[config.mk]
export PLATFORM = sky130hd
export DESIGN_NAME = mm_ram_ctrl_regs
export DESIGN_NICKNAME = d
export VERILOG_FILES = /design/src/design/mm_ram_pkg.sv /design/src/design/mm_ram_ctrl_regs.sv
export SDC_FILE = /design/constraint.sdc
export NUM_CORES = 1
export LEC_CHECK = 0
export BUFFER_PORTS_ARGS = -buffer_cell sky130_fd_sc_hd__buf_2
export CAP_MARGIN = 20
export CORE_MARGIN = 5
export CORE_UTILIZATION = 58
export DETAILED_ROUTE_END_ITERATION = 8
export GPL_ROUTABILITY_DRIVEN = 0
export PLACE_DENSITY = 0.86
export SLEW_MARGIN = 0
export SYNTH_ARGS = -nofsm -noshare
export SYNTH_HDL_FRONTEND = slang
export SYNTH_SLANG_ARGS = --single-unit
[constraint.sdc]
create_clock -name clk_i -period 3.31 [get_ports clk_i]
set_input_delay 0.1655 -clock clk_i [delete_from_list [all_inputs] [get_ports clk_i]]
set_output_delay 0.1655 -clock clk_i [all_outputs]
set_load 0.01 [all_outputs]
[src/design/mm_ram_pkg.sv]
package mm_ram_pkg;

    // widths
    localparam int RAM_ADDR_WIDTH   = 16;
    localparam int ADDR_WIDTH       = 32;
    localparam int DATA_WIDTH       = 32;
    localparam int INSTR_DATA_WIDTH = 128;
    localparam int WORDS_PER_LINE   = 4;
    localparam int BE_WIDTH         = 4;

    // derived address widths of the word array
    localparam int BYTE_OFS_WIDTH  = $clog2(BE_WIDTH);
    localparam int LINE_OFS_WIDTH  = $clog2(WORDS_PER_LINE);
    localparam int WORD_ADDR_WIDTH = RAM_ADDR_WIDTH - BYTE_OFS_WIDTH;
    localparam int LINE_ADDR_WIDTH = WORD_ADDR_WIDTH - LINE_OFS_WIDTH;

    // memory-mapped control registers
    localparam logic [ADDR_WIDTH-1:0] TIMER_MASK_ADDR  = 32'h1500_0000;
    localparam logic [ADDR_WIDTH-1:0] TIMER_CNT_ADDR   = 32'h1500_0004;
    localparam logic [ADDR_WIDTH-1:0] TEST_STATUS_ADDR = 32'h2000_0000;
    localparam logic [ADDR_WIDTH-1:0] EXIT_ADDR        = 32'h2000_0004;

    localparam logic [DATA_WIDTH-1:0] TEST_PASS_CODE = 32'd123456789;
    localparam logic [DATA_WIDTH-1:0] TEST_FAIL_CODE = 32'd1;
    localparam int                    TIMER_IRQ_ID   = 3;

    typedef logic [INSTR_DATA_WIDTH-1:0] instr_data_t;
    typedef logic [DATA_WIDTH-1:0]       data_word_t;

    typedef struct packed {
        logic                  req;
        logic [ADDR_WIDTH-1:0] addr;
        logic                  we;
        logic [BE_WIDTH-1:0]   be;
        data_word_t            wdata;
    } data_req_t;

    // data port access as seen by the word array
    typedef struct packed {
        logic                       en;
        logic                       we;
        logic [BE_WIDTH-1:0]        be;
        logic [WORD_ADDR_WIDTH-1:0] addr;
        data_word_t                 wdata;
    } ram_wr_t;

    typedef struct packed {
        logic       mask_vld;
        logic       cnt_vld;
        logic       status_vld;
        logic       exit_vld;
        data_word_t wdata;
    } ctrl_wr_t;

    typedef enum logic [1:0] {
        SEL_RAM,
        SEL_ZERO,
        SEL_ERR
    } resp_sel_e;

endpackage

[src/design/mm_ram_ctrl_regs.sv]
module mm_ram_ctrl_regs import mm_ram_pkg::*; (
    input  logic       clk_i,
    input  logic       rst_ni,
    input  ctrl_wr_t   ctrl_wr_i,
    input  logic       irq_ack_i,
    input  logic [4:0] irq_id_i,
    output logic       irq_o,
    output logic       tests_passed_o,
    output logic       tests_failed_o,
    output logic       exit_valid_o,
    output data_word_t exit_value_o
);

    // only the timer bit of the mask has a meaning here
    logic       timer_en_q;
    data_word_t timer_cnt_q;
    logic       irq_q;
    logic       passed_q;
    logic       failed_q;
    logic       exit_valid_q;
    data_word_t exit_value_q;
    logic       timer_ack;

    assign timer_ack = irq_ack_i && (irq_id_i == 5'(TIMER_IRQ_ID));

    always_ff @(posedge clk_i or negedge rst_ni) begin
        if (!rst_ni) begin
            timer_en_q  <= 1'b0;
            timer_cnt_q <= '0;
            irq_q       <= 1'b0;
        end else begin
            if (ctrl_wr_i.mask_vld) begin
                timer_en_q <= ctrl_wr_i.wdata[TIMER_IRQ_ID];
            end

            if (ctrl_wr_i.cnt_vld) begin
                timer_cnt_q <= ctrl_wr_i.wdata;
            end else if (timer_cnt_q != '0) begin
                timer_cnt_q <= timer_cnt_q - 1'b1;
            end

            // interrupt fires on the 1 to 0 step of the count
            if (!ctrl_wr_i.cnt_vld && timer_cnt_q == data_word_t'(1) && timer_en_q) begin
                irq_q <= 1'b1;
            end
            // acknowledge wins over a new timeout
            if (timer_ack) begin
                irq_q <= 1'b0;
            end
        end
    end

    always_ff @(posedge clk_i or negedge rst_ni) begin
        if (!rst_ni) begin
            passed_q     <= 1'b0;
            failed_q     <= 1'b0;
            exit_valid_q <= 1'b0;
            exit_value_q <= '0;
        end else begin
            passed_q     <= ctrl_wr_i.status_vld && (ctrl_wr_i.wdata == TEST_PASS_CODE);
            failed_q     <= ctrl_wr_i.status_vld && (ctrl_wr_i.wdata == TEST_FAIL_CODE);
            exit_valid_q <= ctrl_wr_i.exit_vld;
            if (ctrl_wr_i.exit_vld) begin
                exit_value_q <= ctrl_wr_i.wdata;
            end
        end
    end

    assign irq_o          = irq_q;
    assign tests_passed_o = passed_q;
    assign tests_failed_o = failed_q;
    assign exit_valid_o   = exit_valid_q;
    assign exit_value_o   = exit_value_q;

endmodule

==> results.py <==
metrics = {
    "status": {
        "status": "finished clean",
    },
    "cts": {
        "cts_buffer_depth": 2,
        "cts_tree": "built",
        "post_cts_buffers": 0,
        "clock_sinks": 69,
        "post_cts_resized": 0,
        "clock_tree.root_cell": "clkbuf_8",
        "ctsHoldBuffers": 1,
        "clock_latency_ps": 340,
        "htreeDepth": 3,
        "path_clk_slew_ps": 70,
        "numCtsBuffers": 9,
    },
    "logic_synthesis": {
        "synth_seq_cells": 69,
        "synth_nets": 356,
        "synth_warnings": 0,
        "synth_cells": 310,
        "avgSynthCellArea_um2": 11.3,
        "synth_cell_types": 44,
        "synth_area_um2": 3500,
        "seq_area_frac_synth": 0.493,
    },
    "routing": {
        "drc": 0,
        "wl_per_cell_um": 18.1,
        "viasPerCell": 5.85,
        "drt-initial-drc-count": 214,
        "totalWireLength_um": 8530,
        "drtAntennaViolNets": 0,
        "first_pass_iters": 4,
        "vias": 2751,
    },
    "power": {
        "finalPower_mw": 1.95,
        "power_density_nw_per_um2": 471,
        "power_leakage_nw": 1.78,
        "ir_worst_vdd_v": 0.000357,
    },
    "layout": {
        "final_cell_mix": "79 x buf_2, 69 x dfrtp_1, 34 x mux2_2",
        "nets": 437,
        "area_growth_pct": 18.4,
        "num_antenna_cells": 0,
        "design_area_um2": 4140,
        "postLayoutCoreUtil": 0.704,
        "drive_gt1_frac": 0.367,
        "mostFrequentLayoutCell": "buf_2",
    },
    "min_path": {
        "min_path_type": "input port to flop",
    },
    "floorplanning": {
        "start_util": 0.595,
        "fp.dieW_um": 87.7,
        "core_area_um2": 5890,
        "dieHeight_um": 87.7,
        "ios": 80,
        "fp-row-count": 28,
        "die_area_um2": 7690,
    },
    "placed_design": {
        "place_area_um2": 3960,
        "port_buffers": 79,
        "dp_hpwl_um": 6210,
    },
    "sta": {
        "fmax_ghz": 0.395,
        "fin_worst_skew_ps": 9.70,
        "final.period_utilization": 0.765,
        "fin_crit_ps": 2530,
        "rsz0062_at_grt": "false",
        "drv_slew": 0,
        "hold_viol_final": 0,
        "finalSetupViolations": 0,
        "maxSlewHeadroom": 0.351,
        "worstMarginPinSlew_ps": 974,
        "setup_tns_ps": 0,
    },
    "setup_path": {
        "crit_path_end_kind": "flop",
        "cp_max_fo": 10,
        "slowest_stage": "or3_1",
        "worstSetupStartpointType": "flop",
        "worstPathRequired_ps": 3540,
        "slowest_delay_ps": 540,
        "critPathKind": "flop to flop",
        "crit_chain": "inv_1, ha_1, nor4b_2, nand2_1, or4_1, or3_1, o211a_1",
        "worstPathArrival_ps": 2760,
        "cpLargestDelayFamily": "simple AND/OR/NAND/NOR gates",
        "cp_num_buf_inv": 1,
    },
    "grt": {
        "grt_overflow": 0,
        "antenna_found_initial": 0,
        "grt_use_total": 0.238,
        "grt_pass1_vias": 2881,
        "grt_max_degree": 59,
        "grt_pass1_wl_um": 14100,
    },
    "job": {
        "drv_cap": 0,
    },
}
## power by group
group,switching (mW),total (mW),internal [mW]
clock network,0.300,0.629,0.329
registers,0.0731,0.997,0.924
logic,0.172,0.327,0.154
## cell type report
type	count	area, um^2
clock inverter	1	5.00
sequential	69	1730
tap	75	93.8
inverter	3	11.3
timing repair buffer	84	435
multi-input combinational	224	1700
fill	435	1740
clock buffer	14	173
## worst paths after layout
path	startpoint	end	slack (ps)	cells past startpoint
worst max-delay path	timer_cnt_q[0]	timer_cnt_q[31]	780	7
worst min-delay path	irq_id_i[0]	irq_o	7	2
worst max register to register	timer_cnt_q[0]	timer_cnt_q[31]	780	7
worst min register to register	exit_value_o[1]	exit_value_o[1]	500	1
max in group asynchronous	rst_ni	timer_cnt_q[22]	2090	3
min in group asynchronous	rst_ni	timer_cnt_q[8]	440	2
## layer usage
| metal | wire length [um] | up-vias | GRT usage |
|---|---|---|---|
| li1 | - | 1303 | - |
| met1 | 3750 | 1356 | 0.319 |
| met2 | 4200 | 80 | 0.390 |
| met3 | 437 | 12 | 0.0357 |
| met4 | 140 | 0 | 0.0907 |
| met5 | 0 | - | 0 |
## state kept, by name (all words and copies together) (netlist names)
register        count
tests_failed_o      1
exit_valid_o        1
timer_cnt_q        32
exit_value_o       32
tests_passed_o      1
irq_o               1
timer_en_q          1
## synth_stat cells, drive strengths merged
cell / n / area (um^2)
or3: 4 / 25.0
mux2: 34 / 383
or2: 2 / 12.5
or4: 7 / 60.1
nand3b: 2 / 15.0
a221oi: 1 / 8.76
ha: 2 / 25.0
a21oi: 6 / 30.0
nand3: 2 / 10.0
xnor2: 8 / 70.1
nand4: 9 / 62.6
and2: 1 / 6.26
nand2b: 13 / 81.3
nor2: 13 / 48.8
o31a: 1 / 8.76
nor4: 19 / 180
a31oi: 2 / 12.5
o41a: 1 / 11.3
inv: 3 / 11.3
clkbuf: 8 / 30.0
nor3: 19 / 105
xor2: 13 / 114
nor2b: 6 / 37.5
nor4b: 4 / 41.3
o211a: 10 / 100
dfrtp: 69 / 1730
o21a: 2 / 15.0
nand4b: 1 / 8.76
mux2i: 7 / 70.1
o21ai: 14 / 70.1
and4: 1 / 8.76
buf: 6 / 32.5
nand2: 20 / 77.6
## worst register-to-register path: cells and delay by family (launching register included)
family	cells	cell delay (ps)
AND/OR/NAND/NOR	4	1490
AO/OA/AOI/OAI	1	180
buffers and inverters	1	100
flip-flops	1	460
adder cells (fa/ha/maj)	1	210
## per-stage QoR
step           worst slack (ps)  hold WS (ps)  instances
3_3_place_gp                907           252        454
5_1_grt                     655          23.4        470
4_1_cts                     786          1.46        470
3_5_place_dp                837           268        454
2_1_floorplan              1080          -130        310
6_report                    778          7.40        470
## cell families (layout without fill, tap and decap cells)
kind of cell | count (synthesis) | in the layout | synth area share
AOI/OAI and AO/OA | 37 | 37 | 0.0733
xor gates and xnor gates | 21 | 21 | 0.0526
DFF | 69 | 69 | 0.493
and+or+nand+nor | 123 | 123 | 0.223
buffers and inverters | 17 | 102 | 0.0211
adders and majority gates | 2 | 2 | 0.00715
muxes | 41 | 41 | 0.129
Power figures use the tool's default switching activity.
