`config.mk`:
```
export PLATFORM = sky130hd
export DESIGN_NAME = mm_ram_resp_stage
export DESIGN_NICKNAME = d
export VERILOG_FILES = /design/src/design/mm_ram_pkg.sv /design/src/design/mm_ram_resp_stage.sv
export SDC_FILE = /design/constraint.sdc
export NUM_CORES = 1
export LEC_CHECK = 0
export ABC_AREA = 1
export BUFFER_PORTS_ARGS = -buffer_cell sky130_fd_sc_hd__buf_2
export CORE_UTILIZATION = 32
export DETAILED_ROUTE_END_ITERATION = 10
export GPL_TIMING_DRIVEN = 0
export PLACE_DENSITY_LB_ADDON = 0.1
export SLEW_MARGIN = 30
export SYNTH_ARGS = -nofsm -noshare
export SYNTH_HDL_FRONTEND = slang
export SYNTH_SLANG_ARGS = --single-unit
```
`constraint.sdc`:
```
create_clock -name clk_i -period 1.47 [get_ports clk_i]
set_input_delay 0.0735 -clock clk_i [delete_from_list [all_inputs] [get_ports clk_i]]
set_output_delay 0.0735 -clock clk_i [all_outputs]
set_load 0.05 [all_outputs]
```
`src/design/mm_ram_pkg.sv`:
```
package mm_ram_pkg;

    // widths
    localparam int RAM_ADDR_WIDTH   = 16;
    localparam int ADDR_WIDTH       = 32;
    localparam int DATA_WIDTH       = 32;
    localparam int INSTR_DATA_WIDTH = 128;
    localparam int WORDS_PER_LINE   = 4;
    localparam int BE_WIDTH         = 4;

    // derived address widths of the word array
    localparam int BYTE_OFS_WIDTH  = $clog2(BE_WIDTH);
    localparam int LINE_OFS_WIDTH  = $clog2(WORDS_PER_LINE);
    localparam int WORD_ADDR_WIDTH = RAM_ADDR_WIDTH - BYTE_OFS_WIDTH;
    localparam int LINE_ADDR_WIDTH = WORD_ADDR_WIDTH - LINE_OFS_WIDTH;

    // memory-mapped control registers
    localparam logic [ADDR_WIDTH-1:0] TIMER_MASK_ADDR  = 32'h1500_0000;
    localparam logic [ADDR_WIDTH-1:0] TIMER_CNT_ADDR   = 32'h1500_0004;
    localparam logic [ADDR_WIDTH-1:0] TEST_STATUS_ADDR = 32'h2000_0000;
    localparam logic [ADDR_WIDTH-1:0] EXIT_ADDR        = 32'h2000_0004;

    localparam logic [DATA_WIDTH-1:0] TEST_PASS_CODE = 32'd123456789;
    localparam logic [DATA_WIDTH-1:0] TEST_FAIL_CODE = 32'd1;
    localparam int                    TIMER_IRQ_ID   = 3;

    typedef logic [INSTR_DATA_WIDTH-1:0] instr_data_t;
    typedef logic [DATA_WIDTH-1:0]       data_word_t;

    typedef struct packed {
        logic                  req;
        logic [ADDR_WIDTH-1:0] addr;
        logic                  we;
        logic [BE_WIDTH-1:0]   be;
        data_word_t            wdata;
    } data_req_t;

    // data port access as seen by the word array
    typedef struct packed {
        logic                       en;
        logic                       we;
        logic [BE_WIDTH-1:0]        be;
        logic [WORD_ADDR_WIDTH-1:0] addr;
        data_word_t                 wdata;
    } ram_wr_t;

    typedef struct packed {
        logic       mask_vld;
        logic       cnt_vld;
        logic       status_vld;
        logic       exit_vld;
        data_word_t wdata;
    } ctrl_wr_t;

    typedef enum logic [1:0] {
        SEL_RAM,
        SEL_ZERO,
        SEL_ERR
    } resp_sel_e;

endpackage

```
`src/design/mm_ram_resp_stage.sv`:
```
module mm_ram_resp_stage import mm_ram_pkg::*; #(
    parameter type payload_t = data_word_t
) (
    input  logic      clk_i,
    input  logic      rst_ni,
    input  logic      req_i,
    input  resp_sel_e sel_i,
    input  payload_t  mem_rdata_i,
    output logic      rvalid_o,
    output payload_t  rdata_o,
    output logic      err_o
);

    logic      valid_q;
    resp_sel_e sel_q;

    // idle cycles fall back to the zero select so nothing leaks out
    always_ff @(posedge clk_i or negedge rst_ni) begin
        if (!rst_ni) begin
            valid_q <= 1'b0;
            sel_q   <= SEL_ZERO;
        end else begin
            valid_q <= req_i;
            sel_q   <= req_i ? sel_i : SEL_ZERO;
        end
    end

    assign rvalid_o = valid_q;
    assign rdata_o  = (sel_q == SEL_RAM) ? mem_rdata_i : '0;
    assign err_o    = (sel_q == SEL_ERR);

endmodule

```
==> flow_metrics.tcl, run 1 <==
set metrics [dict create \
    end_kind "output pin" \
    whs_ns 0.0374 \
    numCtsBuffers 3 \
    synth_adder_area_share_pct 0 \
    drv_cap 0 \
    clk_pin_slew_ns 0.03 \
    synthTopCellsByCount "34 x inv_1, 25 x nor2_2, 5 x nor2_4" \
    io_buffers 70 \
    grt_max_degree 11 \
    multi_input_area_sq_um 243 \
    hp-class "in -> reg" \
    max-vdd-ir-drop_mv 0.494 \
    yosys_register_bits 3 \
    synth_top_area_share_pct 30.4 \
    cts_resized 0 \
    numPlacedInstances 164 \
    path_cells "inv_2 -> nand2_4 -> buf_12 -> nor2_4 -> buf_2" \
    n_antenna_cell 0 \
    grt_first_pass_wirelength_microns 1790 \
    crit_path_start_kind "register" \
    layout-area-overhead-vs-synth_pct 81.0 \
    status "finished clean" \
    period_minus_slack_ns 1.39 \
    synth-async-reset-ratio_pct 100 \
    vias 638 \
    fin_total_pwr_mw 0.532 \
    antenna_found_initial 0 \
    crit_arrival_ns 1.32 \
    slew_viol_final 0 \
    dieArea_sq_um 1770 \
    synth_top_area_cell "nor2_2" \
    crit_type "reg -> out" \
    nets 192 \
    synth_cell_types 10 \
    grt_pass1_vias 480 \
    start_util_pct 34.1 \
    layoutNonFillerInstCount 170 \
    top_level_ports 71 \
    ant_nets 0 \
    synth_mux_area_share_pct 0 \
    syn_inst 78 \
    die_w_microns 42.1 \
    grt_overflow 0 \
    relSlewSlack_pct 83.2 \
    finalCritPeriodShare_pct 94.5 \
    gp_congestion 0.701 \
    synth_top_family_by_area "simple AND/OR/NAND/NOR gates" \
    synthXorXnorAreaFrac_pct 0 \
    core_sq_um 1510 \
    critPathMaxStageDelay_ns 0.53 \
    drc 0 \
    synth_fp_nets 115 \
    synth-simple-area-share_pct 47.2 \
    power.density_nw_per_um2 571 \
    avgViaCountPerCell 3.75 \
    yosysSeqAreaShare_pct 14.8 \
    critPathMaxFanout 10 \
    yosysMostFrequentCell "inv_1" \
    cts_root_buf "clkbuf_4" \
    p_leak_nw 0.678 \
    clockBufferDepth 2 \
    rsz0062_at_grt "no" \
    n_fill_cell 158 \
    routedWlPerCell_microns 6.97 \
    grt_usage_pct 13.5 \
    drt_iter0_markers 14 \
    setup_violations 0 \
    synth_ff_type "dfrtp_1" \
    drive_above_1_share_pct 71.4 \
    dp_hpwl_microns 923 \
    synth_compound_area_share_pct 0 \
    synth.area.top_cells "nor2_2 30%, inv_1 25%, buf_12 12%, nor2_4 11%, dfrtp_1 9.7%" \
    die_h_microns 42.1 \
    num_rows 14 \
    crit_required_ns 1.40 \
    drtPass1Iterations 4 \
    setup_tns_ns 0 \
    worst_slew_pin_slew_ns 0.254 \
    wl_microns 1190 \
    syn_area_sq_um 514 \
    min_path_cells 3 \
    cts.sinks 3 \
    cp.depth 5 \
    ys_warn_count 0 \
    synth_area_per_cell_sq_um 6.59 \
    fmax_mhz 720 \
    seqCellArea_sq_um 76.3 \
    hold_viol 0 \
    final_util_pct 61.8 \
    h-tree-depth 1 \
    crit_buf_inv 3 \
    synth_edf_count 0 \
    cp_slowest_cell "dfstp_2" \
    cts_tree "done" \
    critical_path.top_delay_family "flip-flops" \
]
[layer usage]
metal	vias to the layer above	track usage (%)	wire length [microns]
met5	-	0	0
met4	0	11.3	8
met3	2	3.88	142
met2	43	24.4	622
met1	245	12.2	412
li1	348	-	-
[power breakdown]
| group | internal (mW) | switching, mW | total (mW) | leakage [nW] |
|---|---|---|---|---|
| clock | 0.102 | 0.0429 | 0.145 | 0.0150 |
| sequential | 0.0884 | 0.00168 | 0.0901 | 0.0351 |
| combinational | 0.0972 | 0.200 | 0.297 | 0.628 |
[path summary, 6_finish.rpt]
path / end / startpoint / slack (ns)
max: rdata_o[1] / sel_q[0] / 0.08
max in group asynchronous: sel_q[0] / rst_ni / 1.11
min in group asynchronous: sel_q[1] / rst_ni / 0.16
min: sel_q[0] / sel_i[0] / 0.04
[through the flow]
| stage | instance area, sq um | worst slack [ns] |
|---|---|---|
| 5_1_grt | 931 | 0.0232 |
| 3_5_place_dp | 885 | 0.320 |
| 2_1_floorplan | 514 | 0.234 |
| 3_3_place_gp | 885 | 0.322 |
| 4_1_cts | 931 | 0.0627 |
| 6_report | 931 | 0.0810 |
[kinds of logic (layout without fill, tap and decap cells)]
| family | count (synthesis) | after routing |
|---|---|---|
| buf+inv | 39 | 115 |
| simple gates | 36 | 36 |
| flops | 3 | 3 |
[cell type report]
cell class / instances / share of cell area [%]
multi-input cells: 36 / 26.1
inverters: 36 / 14.5
clock buffers: 4 / 2.82
well taps: 16 / 2.15
plain buffers: 3 / 6.45
flip-flops and latches: 3 / 8.20
repair buffers: 72 / 39.8
[sequential cells by signal, summed over array words and instances, names as in the netlist]
register	flops
sel_q	2
rvalid_o	1
[placed cells by master, fill, tap and decap left out, drive strengths merged]
master	netlist	layout
buf	3	73
inv	36	36
nor2	33	33
clkbuf	0	4
nand2	3	3
dlygate4sd3	0	2
dfrtp	2	2
dfstp	1	1
[what timing repair did]
action | 4_1_cts | 5_1_grt
hold buffers | 2 | 0
buffers inserted | 0 | 0
hold endpoints to repair | 5 | 0
Power figures use the tool's default switching activity.
==> inputs of run 2 (changes only) <==
PLACE_DENSITY_LB_ADDON = 0.3   (was 0.1)
==> flow_metrics.tcl, run 2 (synthesized netlist as in run 1, its figures left out) <==
set metrics [dict create \
    p_clk_share_pct 27.2 \
    crit_arrival_ns 1.31 \
    crit_required_ns 1.40 \
    finalCritPeriodShare_pct 94.2 \
    grt_first_pass_wirelength_microns 1990 \
    seqPwrFrac_pct 16.9 \
    p_comb_share_pct 55.9 \
    routedWlPerCell_microns 7.34 \
    end_kind "output pin" \
    avgViaCountPerCell 3.81 \
    cts.sinks 3 \
    numCtsBuffers 3 \
    gp_congestion 0.623 \
    n_fill_cell 156 \
    rsz0062_at_grt "no" \
    vias 648 \
    crit_path_start_kind "register" \
    power.density_nw_per_um2 573 \
    path_cells "inv_2 -> nand2_4 -> buf_12 -> nor2_2 -> buf_2" \
    critPathMaxStageDelay_ns 0.52 \
    relSlewSlack_pct 83.0 \
    start_util_pct 34.1 \
    clk_pin_slew_ns 0.04 \
    hold_viol 0 \
    layout_commonest_cell "buf_2" \
    grt_usage_pct 14.3 \
    nets 192 \
    cts_tree "done" \
    ant_nets 0 \
    io_buffers 70 \
    whs_ns 0.0229 \
    top_level_ports 71 \
    cts_resized 0 \
    dp_hpwl_microns 1070 \
    h-tree-depth 1 \
    setup_tns_ns 0 \
    p_switching_mw 0.246 \
    setup_violations 0 \
    num_rows 14 \
    fmax_mhz 722 \
    cts_root_buf "clkbuf_4" \
    drtPass1Iterations 4 \
    largest_register_ffs 2 \
    final_cell_mix "70 x buf_2, 34 x inv_1, 25 x nor2_2" \
    internal-power_mw 0.287 \
    die_h_microns 42.1 \
    clockBufferDepth 2 \
    design_area_sq_um 931 \
    antenna_found_initial 0 \
    netSwitchingFraction_pct 46.2 \
    crit_type "reg -> out" \
    period_minus_slack_ns 1.39 \
    core_sq_um 1510 \
    hp-class "in -> reg" \
    drv_cap 0 \
    drt_iter0_markers 8 \
    drc 0 \
    postCtsHoldBufs 2 \
    wl_microns 1250 \
    grt_max_degree 11 \
    placed_area_sq_um 885 \
    cts_setup_buffers 0 \
    critPathMaxFanout 10 \
    slew_viol_final 0 \
    p_leak_nw 0.678 \
    grt_pass1_vias 505 \
    worst_slew_pin_slew_ns 0.257 \
    drive_above_1_share_pct 71.4 \
    n_antenna_cell 0 \
    max-vdd-ir-drop_mv 0.366 \
    regMostFlops "sel_q" \
    status "finished clean" \
    cp_slowest_cell "dfstp_2" \
    die_w_microns 42.1 \
    grt_overflow 0 \
    layout-area-overhead-vs-synth_pct 81.0 \
    dieArea_sq_um 1770 \
]
run 2: cell counts in the layout (fill, tap and decap cells not counted):
Identical to the previous run, type by type.
run 2: area by class of cell:
| class | count | area, sq um | share of cell area, % |
|---|---|---|---|
| repair buffers | 72 | 370 | 39.8 |
| multi-input cells | 36 | 243 | 26.1 |
| inverters | 36 | 135 | 14.5 |
| flip-flops and latches | 3 | 76.3 | 8.20 |
| plain buffers | 3 | 60.1 | 6.45 |
| clock buffers | 4 | 26.3 | 2.82 |
| well taps | 16 | 20.0 | 2.15 |
run 2: layer usage:
metal | global-route usage (%) | wire (microns) | vias to the layer above
li1 | - | - | 347
met1 | 13.8 | 427 | 270
met2 | 28.1 | 730 | 27
met3 | 1.29 | 59 | 4
met4 | 9.38 | 29 | 0
met5 | 0 | 0 | -
run 2: critical path, delay by kind of cell (launching register included):
kind / cells / cell delay (ns)
DFF: 1 / 0.52
buffers and inverters: 3 / 0.40
and+or+nand+nor: 2 / 0.15
run 2: final timing paths:
path / start / endpoint / slack, ns / cells past startpoint
max: sel_q[0] / rdata_o[7] / 0.08 / 5
min: sel_i[0] / sel_q[0] / 0.02 / 3
max in group asynchronous: rst_ni / sel_q[0] / 1.11 / 2
min in group asynchronous: rst_ni / sel_q[1] / 0.17 / 2
run 2: power by group through the flow:
stage               clock network [mW]  logic, mW  registers (mW)
floorplan                            0      0.208          0.0961
global placement                     0      0.291          0.0911
detailed placement                   0      0.296          0.0912
CTS                              0.151      0.301          0.0902
global route                     0.162      0.317          0.0909
finish                           0.145      0.298          0.0904
run 2: through the flow:
step / power [mW] / std cells / utilization [%] / setup WS (ns)
floorplan: 0.304 / 78 / - / 0.234
global placement: 0.382 / 164 / 58.7 / 0.333
detailed placement: 0.387 / 164 / 58.7 / 0.320
CTS: 0.542 / 170 / 61.8 / 0.0702
global route: 0.570 / 170 / 61.8 / 0.0151
finish: 0.534 / 170 / 61.8 / 0.0847
