**src/design/mm_ram_pkg.sv**
```systemverilog
package mm_ram_pkg;

    // widths
    localparam int RAM_ADDR_WIDTH   = 16;
    localparam int ADDR_WIDTH       = 32;
    localparam int DATA_WIDTH       = 32;
    localparam int INSTR_DATA_WIDTH = 128;
    localparam int WORDS_PER_LINE   = 4;
    localparam int BE_WIDTH         = 4;

    // derived address widths of the word array
    localparam int BYTE_OFS_WIDTH  = $clog2(BE_WIDTH);
    localparam int LINE_OFS_WIDTH  = $clog2(WORDS_PER_LINE);
    localparam int WORD_ADDR_WIDTH = RAM_ADDR_WIDTH - BYTE_OFS_WIDTH;
    localparam int LINE_ADDR_WIDTH = WORD_ADDR_WIDTH - LINE_OFS_WIDTH;

    // memory-mapped control registers
    localparam logic [ADDR_WIDTH-1:0] TIMER_MASK_ADDR  = 32'h1500_0000;
    localparam logic [ADDR_WIDTH-1:0] TIMER_CNT_ADDR   = 32'h1500_0004;
    localparam logic [ADDR_WIDTH-1:0] TEST_STATUS_ADDR = 32'h2000_0000;
    localparam logic [ADDR_WIDTH-1:0] EXIT_ADDR        = 32'h2000_0004;

    localparam logic [DATA_WIDTH-1:0] TEST_PASS_CODE = 32'd123456789;
    localparam logic [DATA_WIDTH-1:0] TEST_FAIL_CODE = 32'd1;
    localparam int                    TIMER_IRQ_ID   = 3;

    typedef logic [INSTR_DATA_WIDTH-1:0] instr_data_t;
    typedef logic [DATA_WIDTH-1:0]       data_word_t;

    typedef struct packed {
        logic                  req;
        logic [ADDR_WIDTH-1:0] addr;
        logic                  we;
        logic [BE_WIDTH-1:0]   be;
        data_word_t            wdata;
    } data_req_t;

    // data port access as seen by the word array
    typedef struct packed {
        logic                       en;
        logic                       we;
        logic [BE_WIDTH-1:0]        be;
        logic [WORD_ADDR_WIDTH-1:0] addr;
        data_word_t                 wdata;
    } ram_wr_t;

    typedef struct packed {
        logic       mask_vld;
        logic       cnt_vld;
        logic       status_vld;
        logic       exit_vld;
        data_word_t wdata;
    } ctrl_wr_t;

    typedef enum logic [1:0] {
        SEL_RAM,
        SEL_ZERO,
        SEL_ERR
    } resp_sel_e;

endpackage

```
**src/design/mm_ram_decoder.sv**
```systemverilog
module mm_ram_decoder import mm_ram_pkg::*; (
    input  logic                       instr_req_i,
    input  logic [ADDR_WIDTH-1:0]      instr_addr_i,
    input  data_req_t                  data_req_i,
    output logic                       ram_instr_en_o,
    output logic [LINE_ADDR_WIDTH-1:0] ram_instr_addr_o,
    output ram_wr_t                    ram_data_o,
    output ctrl_wr_t                   ctrl_wr_o,
    output resp_sel_e                  instr_sel_o,
    output resp_sel_e                  data_sel_o
);

    logic instr_in_ram;
    logic data_in_ram;
    logic ctrl_hit;

    // ram covers the lowest 2**RAM_ADDR_WIDTH bytes
    assign instr_in_ram = (instr_addr_i[ADDR_WIDTH-1:RAM_ADDR_WIDTH] == '0);
    assign data_in_ram  = (data_req_i.addr[ADDR_WIDTH-1:RAM_ADDR_WIDTH] == '0);

    assign ctrl_hit = (data_req_i.addr == TIMER_MASK_ADDR)
                   || (data_req_i.addr == TIMER_CNT_ADDR)
                   || (data_req_i.addr == TEST_STATUS_ADDR)
                   || (data_req_i.addr == EXIT_ADDR);

    // the instruction line address drops the word and byte offsets
    assign ram_instr_en_o   = instr_req_i && instr_in_ram;
    assign ram_instr_addr_o = instr_addr_i[RAM_ADDR_WIDTH-1:BYTE_OFS_WIDTH+LINE_OFS_WIDTH];
    assign instr_sel_o      = instr_in_ram ? SEL_RAM : SEL_ERR;

    always_comb begin
        ram_data_o.en    = data_req_i.req && data_in_ram;
        ram_data_o.we    = data_req_i.we;
        ram_data_o.be    = data_req_i.be;
        ram_data_o.addr  = data_req_i.addr[RAM_ADDR_WIDTH-1:BYTE_OFS_WIDTH];
        ram_data_o.wdata = data_req_i.wdata;
    end

    // control registers are write only
    always_comb begin
        ctrl_wr_o.mask_vld   = 1'b0;
        ctrl_wr_o.cnt_vld    = 1'b0;
        ctrl_wr_o.status_vld = 1'b0;
        ctrl_wr_o.exit_vld   = 1'b0;
        ctrl_wr_o.wdata      = data_req_i.wdata;
        if (data_req_i.req && data_req_i.we) begin
            ctrl_wr_o.mask_vld   = (data_req_i.addr == TIMER_MASK_ADDR);
            ctrl_wr_o.cnt_vld    = (data_req_i.addr == TIMER_CNT_ADDR);
            ctrl_wr_o.status_vld = (data_req_i.addr == TEST_STATUS_ADDR);
            ctrl_wr_o.exit_vld   = (data_req_i.addr == EXIT_ADDR);
        end
    end

    always_comb begin
        if (data_req_i.we) begin
            data_sel_o = (data_in_ram || ctrl_hit) ? SEL_ZERO : SEL_ERR;
        end else begin
            data_sel_o = data_in_ram ? SEL_RAM : SEL_ERR;
        end
    end

endmodule

```
**config.mk**
```make
export PLATFORM = sky130hd
export DESIGN_NAME = mm_ram_decoder
export DESIGN_NICKNAME = d
export VERILOG_FILES = /design/src/design/mm_ram_pkg.sv /design/src/design/mm_ram_decoder.sv
export SDC_FILE = /design/constraint.sdc
export NUM_CORES = 1
export LEC_CHECK = 0
export ABC_AREA = 1
export BUFFER_PORTS_ARGS = -buffer_cell sky130_fd_sc_hd__buf_2
export CORE_AREA = 2 2 80 82
export DETAILED_ROUTE_END_ITERATION = 8
export DIE_AREA = 0 0 82 84
export PLACE_DENSITY = 0.76
export SETUP_SLACK_MARGIN = 0.5
export SLEW_MARGIN = 20
export SYNTH_ARGS = -nofsm -noshare
export SYNTH_HDL_FRONTEND = slang
export SYNTH_SLANG_ARGS = --single-unit
```
**constraint.sdc**
```tcl
create_clock -name vclk -period 1.1
set_clock_uncertainty 0.1 [all_clocks]
set_input_delay 0.22 -clock vclk [all_inputs]
set_output_delay 0.22 -clock vclk [all_outputs]
set_load 0.01 [all_outputs]
```
==> results of run 1 <==
-- cells by family after synthesis --
| family | count (synthesis) | share of synthesized area [%] |
|---|---|---|
| compound gates | 1 | 0.4348 |
| buf+inv | 128 | 73.12 |
| simple gates | 63 | 26.11 |
| other cells | 1 | 0.3261 |
-- synthesized netlist by cell type --
cell type | n | area share, %
nand3_2 | 1 | 0.87
buf_4 | 96 | 63
conb_1 | 1 | 0.33
nor3_1 | 1 | 0.43
inv_1 | 29 | 9.5
nor2_2 | 9 | 4.9
o21ai_1 | 1 | 0.43
inv_2 | 3 | 0.98
nand4_1 | 2 | 1.1
nor4_1 | 4 | 2.2
nand2_2 | 4 | 2.2
nor2_1 | 17 | 5.5
nand2_1 | 24 | 7.8
nand4_2 | 1 | 1.1
-- per-layer routing --
metal	track usage (%)	vias to the layer above	part of all wire [%]
met3	3.355	38	14
li1	-	433	-
met1	4.870	402	22
met5	0	-	0
met4	6.364	0	9.3
met2	15.96	79	54
-- layout make-up --
cell class / count / area (um2) / share of cell area [%]
Timing Repair Buffer: 79 / 725.7 / 51.15
Tap cell: 77 / 96.34 / 6.790
Multi-Input combinational cell: 65 / 476.7 / 33.60
Inverter: 32 / 120.1 / 8.466
-- metrics by stage --
stage | hold WS, ps | cell area (um2) | power (mW) | TNS (ps) | util (%)
2_1_floorplan | 414.3 | 1572 | 0.5335 | -527.0 | -
3_3_place_gp | 340.1 | 980.9 | 0.2311 | -2825 | 16.09
3_5_place_dp | 340.1 | 980.9 | 0.2379 | -3000 | 16.09
4_1_cts | 340.1 | 1350 | 0.3669 | -2653 | 22.15
5_1_grt | 340.0 | 1419 | 0.4279 | -3291 | 23.28
6_report | 340.0 | 1419 | 0.3970 | -2512 | 23.28
-- worst max path at each step --
stage	start	endpoint	slack, ps	cells after the start
after global routing	data_req_i[41]	data_sel_o[0]	-490	11
after global placement	data_req_i[67]	data_sel_o[0]	-440	9
final	data_req_i[64]	data_sel_o[0]	-400	9
after detailed placement	data_req_i[60]	data_sel_o[0]	-460	11
after floorplan	data_req_i[60]	data_sel_o[0]	-130	9
after CTS	data_req_i[60]	data_sel_o[0]	-400	11
-- power groups by stage --
stage          clock network [mW]  logic (mW)  registers (mW)
6_report                        0       0.397               0
5_1_grt                         0       0.428               0
4_1_cts                         0       0.367               0
3_5_place_dp                    0       0.238               0
3_3_place_gp                    0       0.231               0
2_1_floorplan                   0       0.534               0
-- what timing repair did --
action / 4_1_cts / 5_1_grt
cloned: 0 / 0
hold buffers: 0 / 0
setup buffers: 2 / 0
endpoints found under the setup margin: 24 / 24
pin swaps: 26 / 20
resized for setup: 69 / 21
==> results.json, run 1 <==
{
  "dr_total_vias": 952,
  "crit_family": "simple AND/OR/NAND/NOR gates",
  "wl_mm": 3.009,
  "wl_per_cell_um": 11.89,
  "worstPathMaxFanout": 2,
  "power.share.clock_pct": 0,
  "rsz0062_at_grt": "true",
  "n_fill_cell": 655,
  "grt_overflow": 0,
  "status": "complete, but fails checks",
  "vias_per_cell": 3.763,
  "endpoint_kind": "primary output",
  "peakVddDrop_mv": 0.08754,
  "hp-class": "primary input to primary output",
  "drive_gt1_share_pct": 75.00,
  "regArea_um2": 0,
  "crit_buf_inv": 2,
  "ios": 208,
  "cpMaxStageDelayCell": "nand4_1",
  "drc": 0,
  "power_frac_comb_pct": 100.0,
  "fin_nets": 281,
  "power_leakage_nw": 0.7390,
  "start_util_pct": 18.86,
  "synthesis.nets": 296,
  "post-route-period-util_pct": 136.1,
  "n_clock_buffer": 0,
  "syn_inst": 193,
  "die_area_um2": 6888,
  "internal-power_mw": 0.2426,
  "critical_path_required_ps": 780,
  "fin_cells": 253,
  "hpwl_mm": 2.442,
  "maxCapViolations": 0,
  "antenna_found_initial": 0,
  "rows": 29,
  "setup_viol": 9,
  "die_w_um": 82,
  "design.seq.count": 0,
  "ant_nets": 0,
  "preCtsSetupSlack_ps": -459.5,
  "violations": "setup timing",
  "drt-initial-drc-count": 8,
  "final_max_slew_viol_count": 0,
  "ys_types": 14,
  "fin_crit_ps": 1497,
  "place_congestion": 0.6960,
  "grt_pass1_wl_mm": 4.291,
  "power_switching_mw": 0.1544,
  "ys_seq_area_share_pct": 0,
  "layout_commonest_cell": "buf_6",
  "yosys_warnings": 0,
  "port_buffers": 75,
  "cp.arrival_ps": 1180,
  "place_inst": 251,
  "power.share.switching_pct": 38.90,
  "hold_depth": 0,
  "first_pass_iters": 3,
  "worst-setup-path-type": "primary input to primary output",
  "cp-start-kind": "primary input",
  "p_seq_share_pct": 0,
  "area_growth_syn_to_layout_pct": 23.39,
  "diodes": 0,
  "synth.avg_cell_area_um2": 5.958,
  "final_cell_mix": "40 x buf_6, 28 x buf_2, 18 x inv_2, 16 x nand2_1, 14 x inv_1",
  "fmaxAchievable_mhz": 668.0,
  "grt_max_degree": 5,
  "synth.cell_area_um2": 1150,
  "track_usage_pct": 7.918,
  "grt_pass1_vias": 1004,
  "setup_ws_ps": -397.1,
  "p_per_area_nw_per_um2": 279.8,
  "min_from": "data_req_i[33]",
  "hold_viol": 0,
  "die_h_um": 84,
  "holdPathEnd": "ram_data_o[47]",
  "path_cells": "buf_6, nor2_4, nand4_1, nor2_4, nand2_2, nand3_2, nor2_2, nor2_2, buf_2",
  "max_stage_delay_ps": 180,
  "core_um2": 6096
}
No activity file was read; power rests on OpenSTA's default activity.
==> run 2: changes to the inputs <==
- ABC_AREA: 1 -> unset
- PLACE_DENSITY: 0.76 -> 0.72
==> run 2 against run 1 <==
  * The flow still finishes with violations (setup timing)
  * Die area stayed put
  * Synthesized cell count down 31%
  * Area after synthesis shrank 17%
  * Maximum frequency is 11% lower
  * Non-clock buffer count rose by 7
  * Power down 9.9%
  * Wire length shrank 0.76%
  * Critical path type unchanged
==> results.json, run 2 <==
{
  "die_h_um": 84,
  "drt-initial-drc-count": 10,
  "layout_commonest_cell": "buf_2",
  "crit_family": "simple AND/OR/NAND/NOR gates",
  "rows": 29,
  "maxCapViolations": 0,
  "syn_inst": 134,
  "design.seq.count": 0,
  "start_util_pct": 15.70,
  "yosys-top-cells-area": "buf_4 75%, nor4_1 5.9%, nand3b_4 2.1%, nor3_1 2.1%, nand4_1 2.0%",
  "path_cells": "buf_6, or3_4, or2_4, nand3b_4, a21oi_4, buf_6",
  "p_per_area_nw_per_um2": 281.1,
  "endpoint_kind": "primary output",
  "design_area_um2": 1272,
  "dr_total_vias": 762,
  "cpMaxStageDelayCell": "or3_4",
  "power.share.clock_pct": 0,
  "first_pass_iters": 2,
  "place_congestion": 0.6457,
  "synth.cell_area_um2": 957.2,
  "regArea_um2": 0,
  "synthesis.nets": 237,
  "n_clock_buffer": 0,
  "cp-start-kind": "primary input",
  "synth_area_leader_cell": "buf_4",
  "p_seq_share_pct": 0,
  "ios": 208,
  "max_stage_delay_ps": 390,
  "cp.arrival_ps": 1360,
  "die_area_um2": 6888,
  "ys_types": 19,
  "grt_overflow": 0,
  "hold_viol": 0,
  "dpl-instance-area_um2": 908.4,
  "cpMostUsedCell": "buf_6",
  "worstPathMaxFanout": 3,
  "fin_nets": 229,
  "die_w_um": 82,
  "hp-class": "primary input to primary output",
  "grt_pass1_vias": 753,
  "grt_pass1_wl_mm": 3.870,
  "synthMostInstantiatedCell": "buf_4",
  "diodes": 0,
  "peakVddDrop_mv": 0.1276,
  "ctsHoldBuffers": 0,
  "ant_nets": 0,
  "violations": "setup timing",
  "synth.avg_cell_area_um2": 7.143,
  "post-route-period-util_pct": 153.0,
  "core_um2": 6096,
  "setup_viol": 9,
  "fmaxAchievable_mhz": 594.4,
  "antenna_found_initial": 0,
  "grt_max_degree": 6,
  "worst_hold_slack_ps": 340.0,
  "final_cell_mix": "39 x buf_2, 27 x buf_6, 14 x buf_8, 8 x nor4_4, 6 x buf_4",
  "vias_per_cell": 3.791,
  "port_buffers": 75,
  "n_fill_cell": 646,
  "wl_per_cell_um": 14.86,
  "setup_tns_ps": -4168,
  "crit_buf_inv": 2,
  "ys_seq_area_share_pct": 0,
  "area_growth_syn_to_layout_pct": 32.94,
  "setup_ws_ps": -582.5,
  "yosys_warnings": 0,
  "worst-setup-path-type": "primary input to primary output",
  "power_frac_comb_pct": 100.0,
  "hpwl_mm": 2.486,
  "fin_util_pct": 20.87,
  "power_mw": 0.3577,
  "power_switching_mw": 0.1319,
  "status": "complete, but fails checks",
  "fin_crit_ps": 1682,
  "rsz0062_at_grt": "true",
  "synth_commonest_cells": "96 x buf_4, 9 x nor4_1, 4 x nor2_1, 4 x nor3_1, 3 x nand4_1",
  "drc": 0,
  "track_usage_pct": 7.287,
  "wl_mm": 2.986,
  "power.share.switching_pct": 36.86,
  "yosysTopAreaCellShare_pct": 75.29,
  "power_leakage_nw": 0.5647,
  "drive_gt1_share_pct": 86.29,
  "internal-power_mw": 0.2259,
  "final_max_slew_viol_count": 0,
  "critical_path_required_ps": 780
}
-- run 2: cell count changes after synthesis, moves of 4 or more --
cell     delta
nand2_2     -4
nand2_1    -24
nor4_1      +5
nor2_2      -9
nor2_1     -13
inv_1      -27
-- run 2: power groups by stage --
stage / logic (mW) / registers, mW / clock network (mW)
after floorplan: 0.501 / 0 / 0
after global placement: 0.229 / 0 / 0
after detailed placement: 0.232 / 0 / 0
after CTS: 0.347 / 0 / 0
after global routing: 0.379 / 0 / 0
final: 0.358 / 0 / 0
-- run 2: cell type report --
type	instances	area, um2	area share, %
well taps	77	96.34	7.571
multi-input cells	36	414.1	32.55
inverters	2	7.507	0.5900
repair buffers	86	754.5	59.29
-- run 2: final timing paths --
kind	start	depth (start not counted)	slack, ps	endpoint
setup / recovery	data_req_i[65]	6	-580	data_sel_o[0]
hold / removal	data_req_i[14]	0	340	ctrl_wr_o[14]
-- run 2: timing repair --
action / 4_1_cts / 5_1_grt
gates cloned: 0 / 0
pin swaps: 11 / 7
buffers inserted: 0 / 1
gates resized for setup: 70 / 9
setup endpoints to repair: 24 / 24
-- run 2: cell families after synthesis --
group           count (synthesis)  share of synthesized area (%)
compound gates                  4                          3.006
buf+inv                        98                          76.08
other cells                     1                         0.3918
simple gates                   31                          20.52
-- run 2: per-layer routing --
layer	global-route usage, %	vias to the layer above	wire [um]	share of wire, %
met5	0	-	0	0
met4	3.788	0	164	5.5
met3	3.355	22	569	19
met2	16.04	107	1585	53
met1	4.026	309	666	22
li1	-	324	-	-
-- run 2: through the flow --
step                      std cells  setup WS, ps
after detailed placement        200        -650.3
final                           201        -582.5
after CTS                       200        -630.0
after floorplan                 134        -350.2
after global routing            201        -619.5
after global placement          200        -635.9
